===== config.mk =====
export PLATFORM = sky130hd
export DESIGN_NAME = decode_stage
export DESIGN_NICKNAME = d
export VERILOG_FILES = /design/src/source/decode_pkg.sv /design/src/source/decoder_csr.sv /design/src/source/decoder_alu_reg.sv /design/src/source/decoder_alu_imm.sv /design/src/source/decode_lane.sv /design/src/source/fetch_splitter.sv /design/src/source/decode_collector.sv /design/src/source/decode_stage.sv
export SDC_FILE = /design/constraint.sdc
export NUM_CORES = 1
export LEC_CHECK = 0
export BUFFER_PORTS_ARGS = -buffer_cell sky130_fd_sc_hd__buf_2
export CAP_MARGIN = 20
export CORE_MARGIN = 2
export CORE_UTILIZATION = 50
export CTS_CLUSTER_DIAMETER = 50
export CTS_CLUSTER_SIZE = 25
export DETAILED_ROUTE_END_ITERATION = 8
export PLACE_DENSITY_LB_ADDON = 0.08
export SYNTH_ARGS = -nofsm -noshare
export SYNTH_HDL_FRONTEND = slang
export SYNTH_HIERARCHICAL = 1
export SYNTH_SLANG_ARGS = --single-unit
export TNS_END_PERCENT = 30

===== constraint.sdc =====
create_clock -name clk_i -period 3.03 [get_ports clk_i]
set_clock_uncertainty 0.1 [all_clocks]
set_input_delay 0.606 -clock clk_i [delete_from_list [all_inputs] [get_ports clk_i]]
set_output_delay 0.606 -clock clk_i [all_outputs]
set_load 0.02 [all_outputs]

===== src/source/decode_pkg.sv =====
package decode_pkg;

    // ISA widths
    localparam int XLEN       = 32;
    localparam int GPR_ADDR_W = 5;
    localparam int ALU_OP_W   = 8;
    localparam int ALU_SEL_W  = 3;

    // CSR class, opcode in bits 31..24
    localparam logic [7:0] OPC_CSR = 8'h04;

    // Three-register ALU, opcode in bits 31..15
    localparam logic [16:0] OPC_ADD_W = 17'h00020;
    localparam logic [16:0] OPC_SUB_W = 17'h00022;
    localparam logic [16:0] OPC_SLT   = 17'h00024;
    localparam logic [16:0] OPC_AND   = 17'h00029;
    localparam logic [16:0] OPC_OR    = 17'h0002a;
    localparam logic [16:0] OPC_XOR   = 17'h0002b;

    // Immediate ALU, opcode in bits 31..22
    localparam logic [9:0] OPC_ADDI_W = 10'h00a;
    localparam logic [9:0] OPC_ANDI   = 10'h00d;
    localparam logic [9:0] OPC_ORI    = 10'h00e;

    // lu12i.w uses the short opcode in bits 31..25
    localparam logic [6:0] OPC_LU12I_W = 7'h0a;

    // rj field picks the CSR operation, anything else is csrxchg
    localparam logic [GPR_ADDR_W-1:0] CSR_RJ_RD = 5'd0;
    localparam logic [GPR_ADDR_W-1:0] CSR_RJ_WR = 5'd1;

    localparam logic [ALU_OP_W-1:0] OP_NOP     = 8'h00;
    localparam logic [ALU_OP_W-1:0] OP_ADD     = 8'h01;
    localparam logic [ALU_OP_W-1:0] OP_SUB     = 8'h02;
    localparam logic [ALU_OP_W-1:0] OP_SLT     = 8'h03;
    localparam logic [ALU_OP_W-1:0] OP_AND     = 8'h04;
    localparam logic [ALU_OP_W-1:0] OP_OR      = 8'h05;
    localparam logic [ALU_OP_W-1:0] OP_XOR     = 8'h06;
    localparam logic [ALU_OP_W-1:0] OP_LUI     = 8'h07;
    localparam logic [ALU_OP_W-1:0] OP_CSRRD   = 8'h10;
    localparam logic [ALU_OP_W-1:0] OP_CSRWR   = 8'h11;
    localparam logic [ALU_OP_W-1:0] OP_CSRXCHG = 8'h12;

    localparam logic [ALU_SEL_W-1:0] SEL_NOP   = 3'd0;
    localparam logic [ALU_SEL_W-1:0] SEL_ARITH = 3'd1;
    localparam logic [ALU_SEL_W-1:0] SEL_LOGIC = 3'd2;
    localparam logic [ALU_SEL_W-1:0] SEL_CSR   = 3'd3;

    typedef struct packed {
        logic            valid;
        logic [XLEN-1:0] pc;
        logic [XLEN-1:0] instr;
    } instr_info_t;

    // Read port 0 sits in the low half of reg_read_addr
    typedef struct packed {
        logic                      hit;
        logic [1:0]                reg_read_valid;
        logic [2*GPR_ADDR_W-1:0]   reg_read_addr;
        logic [XLEN-1:0]           imm;
        logic                      reg_write_valid;
        logic [GPR_ADDR_W-1:0]     reg_write_addr;
        logic [ALU_OP_W-1:0]       aluop;
        logic [ALU_SEL_W-1:0]      alusel;
    } sub_decode_t;

    typedef struct packed {
        logic            valid;
        logic            illegal;
        logic [XLEN-1:0] pc;
        sub_decode_t     body;
    } decode_result_t;

endpackage


===== src/source/decoder_csr.sv =====
`timescale 1ns/1ps

// CSR format: opcode[31:24], csr_num[23:10], rj[9:5], rd[4:0]
module decoder_csr
    import decode_pkg::*;
(
    input  instr_info_t instr_info_i,
    output sub_decode_t result_o
);

    logic [XLEN-1:0]       instr;
    logic [GPR_ADDR_W-1:0] rd;
    logic [GPR_ADDR_W-1:0] rj;
    logic [13:0]           csr_num;
    logic                  match;

    assign instr   = instr_info_i.instr;
    assign rd      = instr[4:0];
    assign rj      = instr[9:5];
    assign csr_num = instr[23:10];

    assign match = instr_info_i.valid && (instr[31:24] == OPC_CSR);

    always_comb begin
        result_o = '0;
        if (match) begin
            result_o.hit             = 1'b1;
            result_o.reg_write_valid = 1'b1;
            result_o.reg_write_addr  = rd;
            result_o.imm             = {{(XLEN-14){1'b0}}, csr_num};
            result_o.alusel          = SEL_CSR;
            case (rj)
                CSR_RJ_RD: begin
                    // csrrd only reads the CSR itself
                    result_o.aluop = OP_CSRRD;
                end
                CSR_RJ_WR: begin
                    result_o.aluop          = OP_CSRWR;
                    result_o.reg_read_valid = 2'b01;
                    result_o.reg_read_addr  = {{GPR_ADDR_W{1'b0}}, rd};
                end
                default: begin
                    // csrxchg, rj doubles as the write mask register
                    result_o.aluop          = OP_CSRXCHG;
                    result_o.reg_read_valid = 2'b11;
                    result_o.reg_read_addr  = {rj, rd};
                end
            endcase
        end
    end

endmodule


===== src/source/decoder_alu_reg.sv =====
`timescale 1ns/1ps

// 3R format: opcode[31:15], rk[14:10], rj[9:5], rd[4:0]
module decoder_alu_reg
    import decode_pkg::*;
(
    input  instr_info_t instr_info_i,
    output sub_decode_t result_o
);

    logic [XLEN-1:0]       instr;
    logic [GPR_ADDR_W-1:0] rd;
    logic [GPR_ADDR_W-1:0] rj;
    logic [GPR_ADDR_W-1:0] rk;
    logic                  match;
    logic [ALU_OP_W-1:0]   aluop;
    logic [ALU_SEL_W-1:0]  alusel;

    assign instr = instr_info_i.instr;
    assign rd    = instr[4:0];
    assign rj    = instr[9:5];
    assign rk    = instr[14:10];

    // Opcode lookup
    always_comb begin
        match  = 1'b1;
        aluop  = OP_NOP;
        alusel = SEL_NOP;
        case (instr[31:15])
            OPC_ADD_W: begin aluop = OP_ADD; alusel = SEL_ARITH; end
            OPC_SUB_W: begin aluop = OP_SUB; alusel = SEL_ARITH; end
            OPC_SLT:   begin aluop = OP_SLT; alusel = SEL_ARITH; end
            OPC_AND:   begin aluop = OP_AND; alusel = SEL_LOGIC; end
            OPC_OR:    begin aluop = OP_OR;  alusel = SEL_LOGIC; end
            OPC_XOR:   begin aluop = OP_XOR; alusel = SEL_LOGIC; end
            default:   match = 1'b0;
        endcase
    end

    always_comb begin
        result_o = '0;
        if (instr_info_i.valid && match) begin
            result_o.hit             = 1'b1;
            // Port 0 gets rj, port 1 gets rk
            result_o.reg_read_valid  = 2'b11;
            result_o.reg_read_addr   = {rk, rj};
            result_o.reg_write_valid = 1'b1;
            result_o.reg_write_addr  = rd;
            result_o.aluop           = aluop;
            result_o.alusel          = alusel;
        end
    end

endmodule


===== src/source/decoder_alu_imm.sv =====
`timescale 1ns/1ps

// 2RI12 format: opcode[31:22], si12[21:10], rj[9:5], rd[4:0]
// 1RI20 format: opcode[31:25], si20[24:5], rd[4:0]
module decoder_alu_imm
    import decode_pkg::*;
(
    input  instr_info_t instr_info_i,
    output sub_decode_t result_o
);

    logic [XLEN-1:0]       instr;
    logic [GPR_ADDR_W-1:0] rd;
    logic [GPR_ADDR_W-1:0] rj;
    logic [11:0]           imm12;
    logic [19:0]           imm20;

    assign instr = instr_info_i.instr;
    assign rd    = instr[4:0];
    assign rj    = instr[9:5];
    assign imm12 = instr[21:10];
    assign imm20 = instr[24:5];

    always_comb begin
        result_o = '0;
        if (instr_info_i.valid) begin
            // Every hit in this class writes rd
            result_o.reg_write_addr = rd;
            if (instr[31:25] == OPC_LU12I_W) begin
                result_o.hit    = 1'b1;
                result_o.imm    = {imm20, 12'b0};
                result_o.aluop  = OP_LUI;
                result_o.alusel = SEL_ARITH;
            end else begin
                result_o.reg_read_addr = {{GPR_ADDR_W{1'b0}}, rj};
                case (instr[31:22])
                    OPC_ADDI_W: begin
                        result_o.hit    = 1'b1;
                        result_o.imm    = {{(XLEN-12){imm12[11]}}, imm12};
                        result_o.aluop  = OP_ADD;
                        result_o.alusel = SEL_ARITH;
                    end
                    OPC_ANDI: begin
                        result_o.hit    = 1'b1;
                        result_o.imm    = {{(XLEN-12){1'b0}}, imm12};
                        result_o.aluop  = OP_AND;
                        result_o.alusel = SEL_LOGIC;
                    end
                    OPC_ORI: begin
                        result_o.hit    = 1'b1;
                        result_o.imm    = {{(XLEN-12){1'b0}}, imm12};
                        result_o.aluop  = OP_OR;
                        result_o.alusel = SEL_LOGIC;
                    end
                    default: begin
                        result_o.reg_read_addr = '0;
                    end
                endcase
                result_o.reg_read_valid = {1'b0, result_o.hit};
            end
            result_o.reg_write_valid = result_o.hit;
            if (!result_o.hit) begin
                result_o.reg_write_addr = '0;
            end
        end
    end

endmodule


===== src/source/decode_lane.sv =====
`timescale 1ns/1ps

module decode_lane
    import decode_pkg::*;
(
    input  instr_info_t    instr_info_i,
    output decode_result_t result_o
);

    sub_decode_t csr_result;
    sub_decode_t alu_reg_result;
    sub_decode_t alu_imm_result;
    logic        any_hit;

    decoder_csr decoder_csr_i (
        .instr_info_i (instr_info_i),
        .result_o     (csr_result)
    );

    decoder_alu_reg decoder_alu_reg_i (
        .instr_info_i (instr_info_i),
        .result_o     (alu_reg_result)
    );

    decoder_alu_imm decoder_alu_imm_i (
        .instr_info_i (instr_info_i),
        .result_o     (alu_imm_result)
    );

    // Opcode spaces are disjoint, at most one hit per word
    assign any_hit = csr_result.hit | alu_reg_result.hit | alu_imm_result.hit;

    always_comb begin
        result_o.pc = instr_info_i.pc;
        // Non-hitting bodies are zero, so OR acts as the select
        result_o.body    = csr_result | alu_reg_result | alu_imm_result;
        result_o.valid   = instr_info_i.valid & any_hit;
        result_o.illegal = instr_info_i.valid & ~any_hit;
    end

endmodule


===== src/source/fetch_splitter.sv =====
`timescale 1ns/1ps

module fetch_splitter
    import decode_pkg::*;
#(
    parameter int ISSUE_WIDTH = 2
) (
    input  logic        clk_i,
    input  logic        rst_n_i,
    input  logic        fetch_valid_i,
    input  instr_info_t fetch_packet_i [ISSUE_WIDTH],
    output instr_info_t lane_instr_o   [ISSUE_WIDTH]
);

    instr_info_t slot_q [ISSUE_WIDTH];

    always_ff @(posedge clk_i or negedge rst_n_i) begin
        if (!rst_n_i) begin
            for (int k = 0; k < ISSUE_WIDTH; k++) begin
                slot_q[k] <= '0;
            end
        end else begin
            for (int k = 0; k < ISSUE_WIDTH; k++) begin
                // Bubble cycle keeps pc and word, drops the valid bit
                slot_q[k].valid <= fetch_packet_i[k].valid & fetch_valid_i;
                if (fetch_valid_i) begin
                    slot_q[k].pc    <= fetch_packet_i[k].pc;
                    slot_q[k].instr <= fetch_packet_i[k].instr;
                end
            end
        end
    end

    // One slot per lane
    always_comb begin
        for (int k = 0; k < ISSUE_WIDTH; k++) begin
            lane_instr_o[k] = slot_q[k];
        end
    end

endmodule


===== src/source/decode_collector.sv =====
`timescale 1ns/1ps

module decode_collector
    import decode_pkg::*;
#(
    parameter int ISSUE_WIDTH = 2
) (
    input  logic           clk_i,
    input  logic           rst_n_i,
    input  decode_result_t lane_result_i   [ISSUE_WIDTH],
    output logic           decode_valid_o,
    output decode_result_t decode_packet_o [ISSUE_WIDTH]
);

    logic any_active;

    // Illegal words count too, so the consumer sees them
    always_comb begin
        any_active = 1'b0;
        for (int k = 0; k < ISSUE_WIDTH; k++) begin
            any_active = any_active | lane_result_i[k].valid | lane_result_i[k].illegal;
        end
    end

    always_ff @(posedge clk_i or negedge rst_n_i) begin
        if (!rst_n_i) begin
            decode_valid_o <= 1'b0;
            for (int k = 0; k < ISSUE_WIDTH; k++) begin
                decode_packet_o[k] <= '0;
            end
        end else begin
            decode_valid_o <= any_active;
            for (int k = 0; k < ISSUE_WIDTH; k++) begin
                decode_packet_o[k] <= lane_result_i[k];
            end
        end
    end

endmodule


===== src/source/decode_stage.sv =====
`timescale 1ns/1ps

module decode_stage
    import decode_pkg::*;
#(
    parameter int ISSUE_WIDTH = 2
) (
    input  logic           clk_i,
    input  logic           rst_n_i,
    input  logic           fetch_valid_i,
    input  instr_info_t    fetch_packet_i  [ISSUE_WIDTH],
    output logic           decode_valid_o,
    output decode_result_t decode_packet_o [ISSUE_WIDTH]
);

    instr_info_t    lane_instr  [ISSUE_WIDTH];
    decode_result_t lane_result [ISSUE_WIDTH];

    fetch_splitter #(
        .ISSUE_WIDTH (ISSUE_WIDTH)
    ) fetch_splitter_i (
        .clk_i          (clk_i),
        .rst_n_i        (rst_n_i),
        .fetch_valid_i  (fetch_valid_i),
        .fetch_packet_i (fetch_packet_i),
        .lane_instr_o   (lane_instr)
    );

    // Lanes are purely combinational between the two registers
    for (genvar k = 0; k < ISSUE_WIDTH; k++) begin : lane_gen
        decode_lane lane_i (
            .instr_info_i (lane_instr[k]),
            .result_o     (lane_result[k])
        );
    end

    decode_collector #(
        .ISSUE_WIDTH (ISSUE_WIDTH)
    ) decode_collector_i (
        .clk_i           (clk_i),
        .rst_n_i         (rst_n_i),
        .lane_result_i   (lane_result),
        .decode_valid_o  (decode_valid_o),
        .decode_packet_o (decode_packet_o)
    );

endmodule


; ---- After elaboration in Yosys (flattened, before gate mapping)
; Cells that the tools add are included.
[word_totals]
inputBits = 133
wordCells = 126
regBits = 323
[op_classes]
eq_ne = 24
reduce_logical = 16
bitwise_logic = 19
n_mux = 38
[ops]
columns = operator, n
row1 = $mux 62, 4
row2 = $or 62x62->62, 4
row3 = $eq 17x6->1 const B, 12
row4 = $pmux 32 s2, 2
row5 = $mux 32, 2
row6 = $eq 10x4->1 const B, 6
row7 = $pmux 12 s2, 2
row8 = $pmux 3 s6, 2
row9 = $pmux 6 s3, 2
row10 = $mux 17, 2
row11 = $mux 13, 2
row12 = $mux 11, 2
row13 = $mux 5, 4
row14 = $reduce_or 3->1, 6
row15 = $eq 8x3->1 const B, 2
row16 = $pmux 2 s2, 4
row17 = $eq 7x4->1 const B, 2
row18 = $mux 6, 2
row19 = $reduce_or 6->1, 2
row20 = $eq 5x1->1 const B, 2
row21 = $logic_not 5->1, 2
row22 = $mux 1, 8
row23 = $or 1x1->1, 7
row24 = $and 1x1->1, 6
row25 = 3 further kinds, 8

; ---- Logic depth before layout (Yosys ltp)
[logic_depth]
ltp_word = 13
mapped_depth = 8

; ---- Modules after synthesis
; Netlist, hierarchy kept.
[modules_own_cells]
columns = module, cells_per_inst, seq_area_each_um2, area_each_um2, instances
row1 = fetch_splitter, 274, 3253.1, 4842.1, 1
row2 = decode_collector, 194, 4829.6, 4837.1, 1
row3 = decoder_alu_imm, 107, 0.0, 699.4, 2
row4 = decoder_alu_reg, 81, 0.0, 670.6, 2
row5 = decode_lane, 97, 0.0, 654.4, 2
row6 = decoder_csr, 71, 0.0, 524.3, 2

; ---- Least setup slack after synthesis
; No wires, ideal clock.
[synth_timing]
path_kind = reg-to-reg
from = register fetch_splitter_i/lane_instr_o[81] (netlist name)
to = register decode_collector_i.decode_valid_o
slack_ps = 643
synth_period_minus_slack_ps = 2387
t_arrival_ps = 2149
required_ps = 2791
setup_time_ps = 139
path_stages_with_launch = 9
path_cell_list = dfrtp_1 buf_6 mux2i_1 mux2i_4 buf_6 nor2_1 buf_4 o31a_2 or4_1
[synth_lines]
columns = element, line
row1 = to (signal assigned), decode_collector.sv:32  ; decode_valid_o <= any_active;
row2 = to (decl), decode_collector.sv:11  ; output logic decode_valid_o,

==> flow_metrics.env <==
export IMPL_drc_errors=0
export IMPL_wl_met2_mm=13.7
export IMPL_setup_viol=0
export IMPL_synth_xor_area_share_pct=0.119
export IMPL_synth_adder_area_share_pct=0
export IMPL_routed_via_density=4.67
export IMPL_cts_hold_fix_buffers=0
export IMPL_dieArea_mm2=0.0309
export IMPL_nFillCells=2467
export IMPL_crit_path_end_kind="flip-flop"
export IMPL_clkTransAtPathRegs_ns=0.07
export IMPL_fin_crit_ns=2.50
export IMPL_rows=62
export IMPL_slew_viol_final=0
export IMPL_die_w_um=176
export IMPL_grt_pass1_wl_mm=49.5
export IMPL_syn_inst=1180
export IMPL_synth_edf_count=0
export IMPL_wire_per_inst_um=16.9
export IMPL_max_cap_viol_count=0
export IMPL_seq_area_frac_synth_pct=54.7
export IMPL_detail_route_antenna_nets=0
export IMPL_post_route_cell_area_mm2=0.0168
export IMPL_pin_count=326
export IMPL_hold_viol_final=0
export IMPL_synth_area_mm2=0.0148
export IMPL_grt_overflow_total=0
export IMPL_critPathKind="flip-flop to flip-flop"
export IMPL_grt_pass1_vias=8765
export IMPL_cp_max_fo=8
export IMPL_fin_cells=1840
export IMPL_fin_crit_sh_pct=82.6
export IMPL_cts_tree="built"
export IMPL_dr_pass1_iters=4
export IMPL_ys_async_sr_fraction_pct=100
export IMPL_worstMarginPinSlew_ns=0.666
export IMPL_status="completed"
export IMPL_final_nets=1561
export IMPL_avgSynthCellArea_um2=12.5
export IMPL_detailroute_wirelength_met3_mm=2.18
export IMPL_grt_usage_pct=20.5
export IMPL_fmax_mhz=399
export IMPL_clock_sinks=323
export IMPL_worstPathRequired_ns=3.30
export IMPL_finalWeightedCongestion=0.819
export IMPL_p_leak_nw=8.05
export IMPL_antenna_found_initial=4
export IMPL_ir_worst_vdd_mv=0.502
export IMPL_rsz0062_at_grt="no"
export IMPL_muxShareOfSynthArea_pct=10.2
export IMPL_ys_warn_count=6
export IMPL_hp_class="input pin to asynchronous set/reset pin"
export IMPL_portBuffers=325
export IMPL_place_hpwl_mm=22.4
export IMPL_dpl_cell_count=1775
export IMPL_synth_compound_area_share_pct=3.47
export IMPL_drive_above_1_share_pct=41.4
export IMPL_grt_max_degree=82
export IMPL_cts_resized=0
export IMPL_cts_setup_buffers=0
export IMPL_clockBufferDepth=3
export IMPL_insertion_delay_ns=0.50
export IMPL_arrival_ns=2.78
export IMPL_topRoutingLayerUsed="met5"
export IMPL_synth_simple_area_share_pct=16.7
export IMPL_synth_cell_types=50
export IMPL_initial_core_util_pct=51.1
export IMPL_wl_met1_mm=14.5
export IMPL_cts_made_buffers=35
export IMPL_crit_path_start_kind="flip-flop"
export IMPL_cts_root_buf="clkbuf_16"
export IMPL_drt_iter0_markers=392
export IMPL_synth_top_family_by_area="simple AND/OR/NAND/NOR gates"
export IMPL_area_growth_pct=13.4
export IMPL_synth_seq_cells=323
export IMPL_place_area_mm2=0.0155
export IMPL_vias=8591
export IMPL_slew_headroom_pct=55.6
export IMPL_htree_levels=2
export IMPL_p_per_area_mw_per_mm2=615
export IMPL_design_core_area_mm2=0.0289
export IMPL_timing_setup_tns_ns=0
export IMPL_synth_main_ff_cell="dfrtp_1"
export IMPL_drt_total_wl_mm=31.1
export IMPL_die_y_um=176
-- flip-flops by register name, summed over array words and instances, names as in the netlist --
| register | flops |
|---|---|
| decode_collector_i/decode_packet_o | 192 |
| decode_collector_i/decode_valid_o | 1 |
| fetch_splitter_i/lane_instr_o | 130 |
-- final cells by class --
class | instances | area (um2) | share of cell area [%]
Multi-Input combinational cell | 717 | 5070 | 30.2
Sequential cell | 323 | 8080 | 48.2
Clock inverter | 21 | 239 | 1.43
Antenna cell | 3 | 7.51 | 0.0448
Clock buffer | 41 | 971 | 5.79
Timing Repair Buffer | 345 | 1880 | 11.2
Inverter | 6 | 27.5 | 0.164
Tap cell | 384 | 480 | 2.87
-- cells in the final DEF (no fill, tap or decap), types with 3 or more instances in the layout --
master     netlist  routed
buf_12           0       7
nor4_1           4       4
and2_1          72      72
nor2b_1          4       4
inv_1            4       4
and3_2           4       4
buf_4          237      13
clkinv_4         0       3
and3_1           8       8
conb_1           6     148
clkbuf_8         0       3
diode_2          0       3
buf_2            9     323
and2_2          10      10
nand2_1          8       8
a21boi_0        10      10
nor3b_2         32      32
clkinv_2         0       5
nand4_1          4       4
nor4b_1          6       6
or4_1            3       3
dfrtp_1        323     323
or3_1          124     124
clkbuf_16        0      37
inv_6            0       5
a21oi_1         10      10
mux2_2         128     128
nor3_1           6       6
nor2_1          52      52
o21ai_0         36      36
bufinv_16        0       3
-- cell usage after synthesis (6+ instances only) --
library cell  instances  area [um2]
conb_1                6        22.5
buf_6                26         293
dfrtp_1             323        8080
mux2_2              128        1440
nor3_1                6        30.0
a21oi_1              10        50.1
or3_1               124         776
nor4b_1               6        52.6
buf_4               237        1780
o21ai_0              36         180
nand2_1               8        30.0
and2_2               10        75.1
and3_1                8        50.1
a21boi_0             10        75.1
buf_2                 9        45.0
nor2_1               52         195
nor3b_2              32         400
and2_1               72         450
-- final timing paths --
kind,from,endpoint,slack [ns],depth (start not counted)
setup / recovery,fetch_splitter_i/lane_instr_o[87],decode_collector_i/decode_valid_o,0.53,5
hold / removal,rst_n_i,decode_collector_i/decode_packet_o[140],0.009,1
setup reg to reg,fetch_splitter_i/lane_instr_o[87],decode_collector_i/decode_valid_o,0.53,5
hold reg to reg,fetch_splitter_i/lane_instr_o[43],decode_collector_i/decode_packet_o[73],0.26,0
max in group asynchronous,rst_n_i,fetch_splitter_i/lane_instr_o[33],2.06,2
min in group clk_i,fetch_packet_i[129],fetch_splitter_i/lane_instr_o[129],0.23,2
-- cells by family (layout without fill, tap and decap cells) --
family | Yosys count | in the layout
AND/OR/NAND/NOR | 363 | 363
flip-flops | 323 | 323
buffers and inverters | 282 | 413
multiplexers | 132 | 132
AO/OA/AOI/OAI | 72 | 72
other | 6 | 151
XOR/XNOR | 2 | 2
-- stage by stage --
step / setup WS [ns] / hold slack, ns / power (mW) / util, %
2_1_floorplan: 0.643 / 0.210 / 5.78 / -
3_3_place_gp: 0.608 / 0.253 / 6.00 / 53.7
3_5_place_dp: 0.524 / 0.257 / 6.02 / 53.7
4_1_cts: 0.535 / 0.0226 / 10.5 / 57.9
5_1_grt: 0.317 / 0.0499 / 10.8 / 57.9
6_report: 0.526 / 0.00866 / 10.3 / 57.9
-- critical path: stages, from the launching register on --
cell	delay, ns
dfrtp_1	0.47
nor4b_1	0.55
nand4_1	0.24
nor2_1	0.37
nor4b_1	0.13
or4_1	0.51
-- metal layers --
layer  global-route usage, %  vias up
met5                       0        -
met4                    5.92        2
met3                    5.41       47
met2                    30.9      262
met1                    29.4     4137
li1                        -     4143
-- power breakdown --
part	switching [mW]	internal [mW]	total [mW]
combinational	0.605	0.452	1.06
sequential	0.237	4.63	4.87
clock	1.77	2.60	4.37
Note: power is estimated with default switching activity, not from simulation.
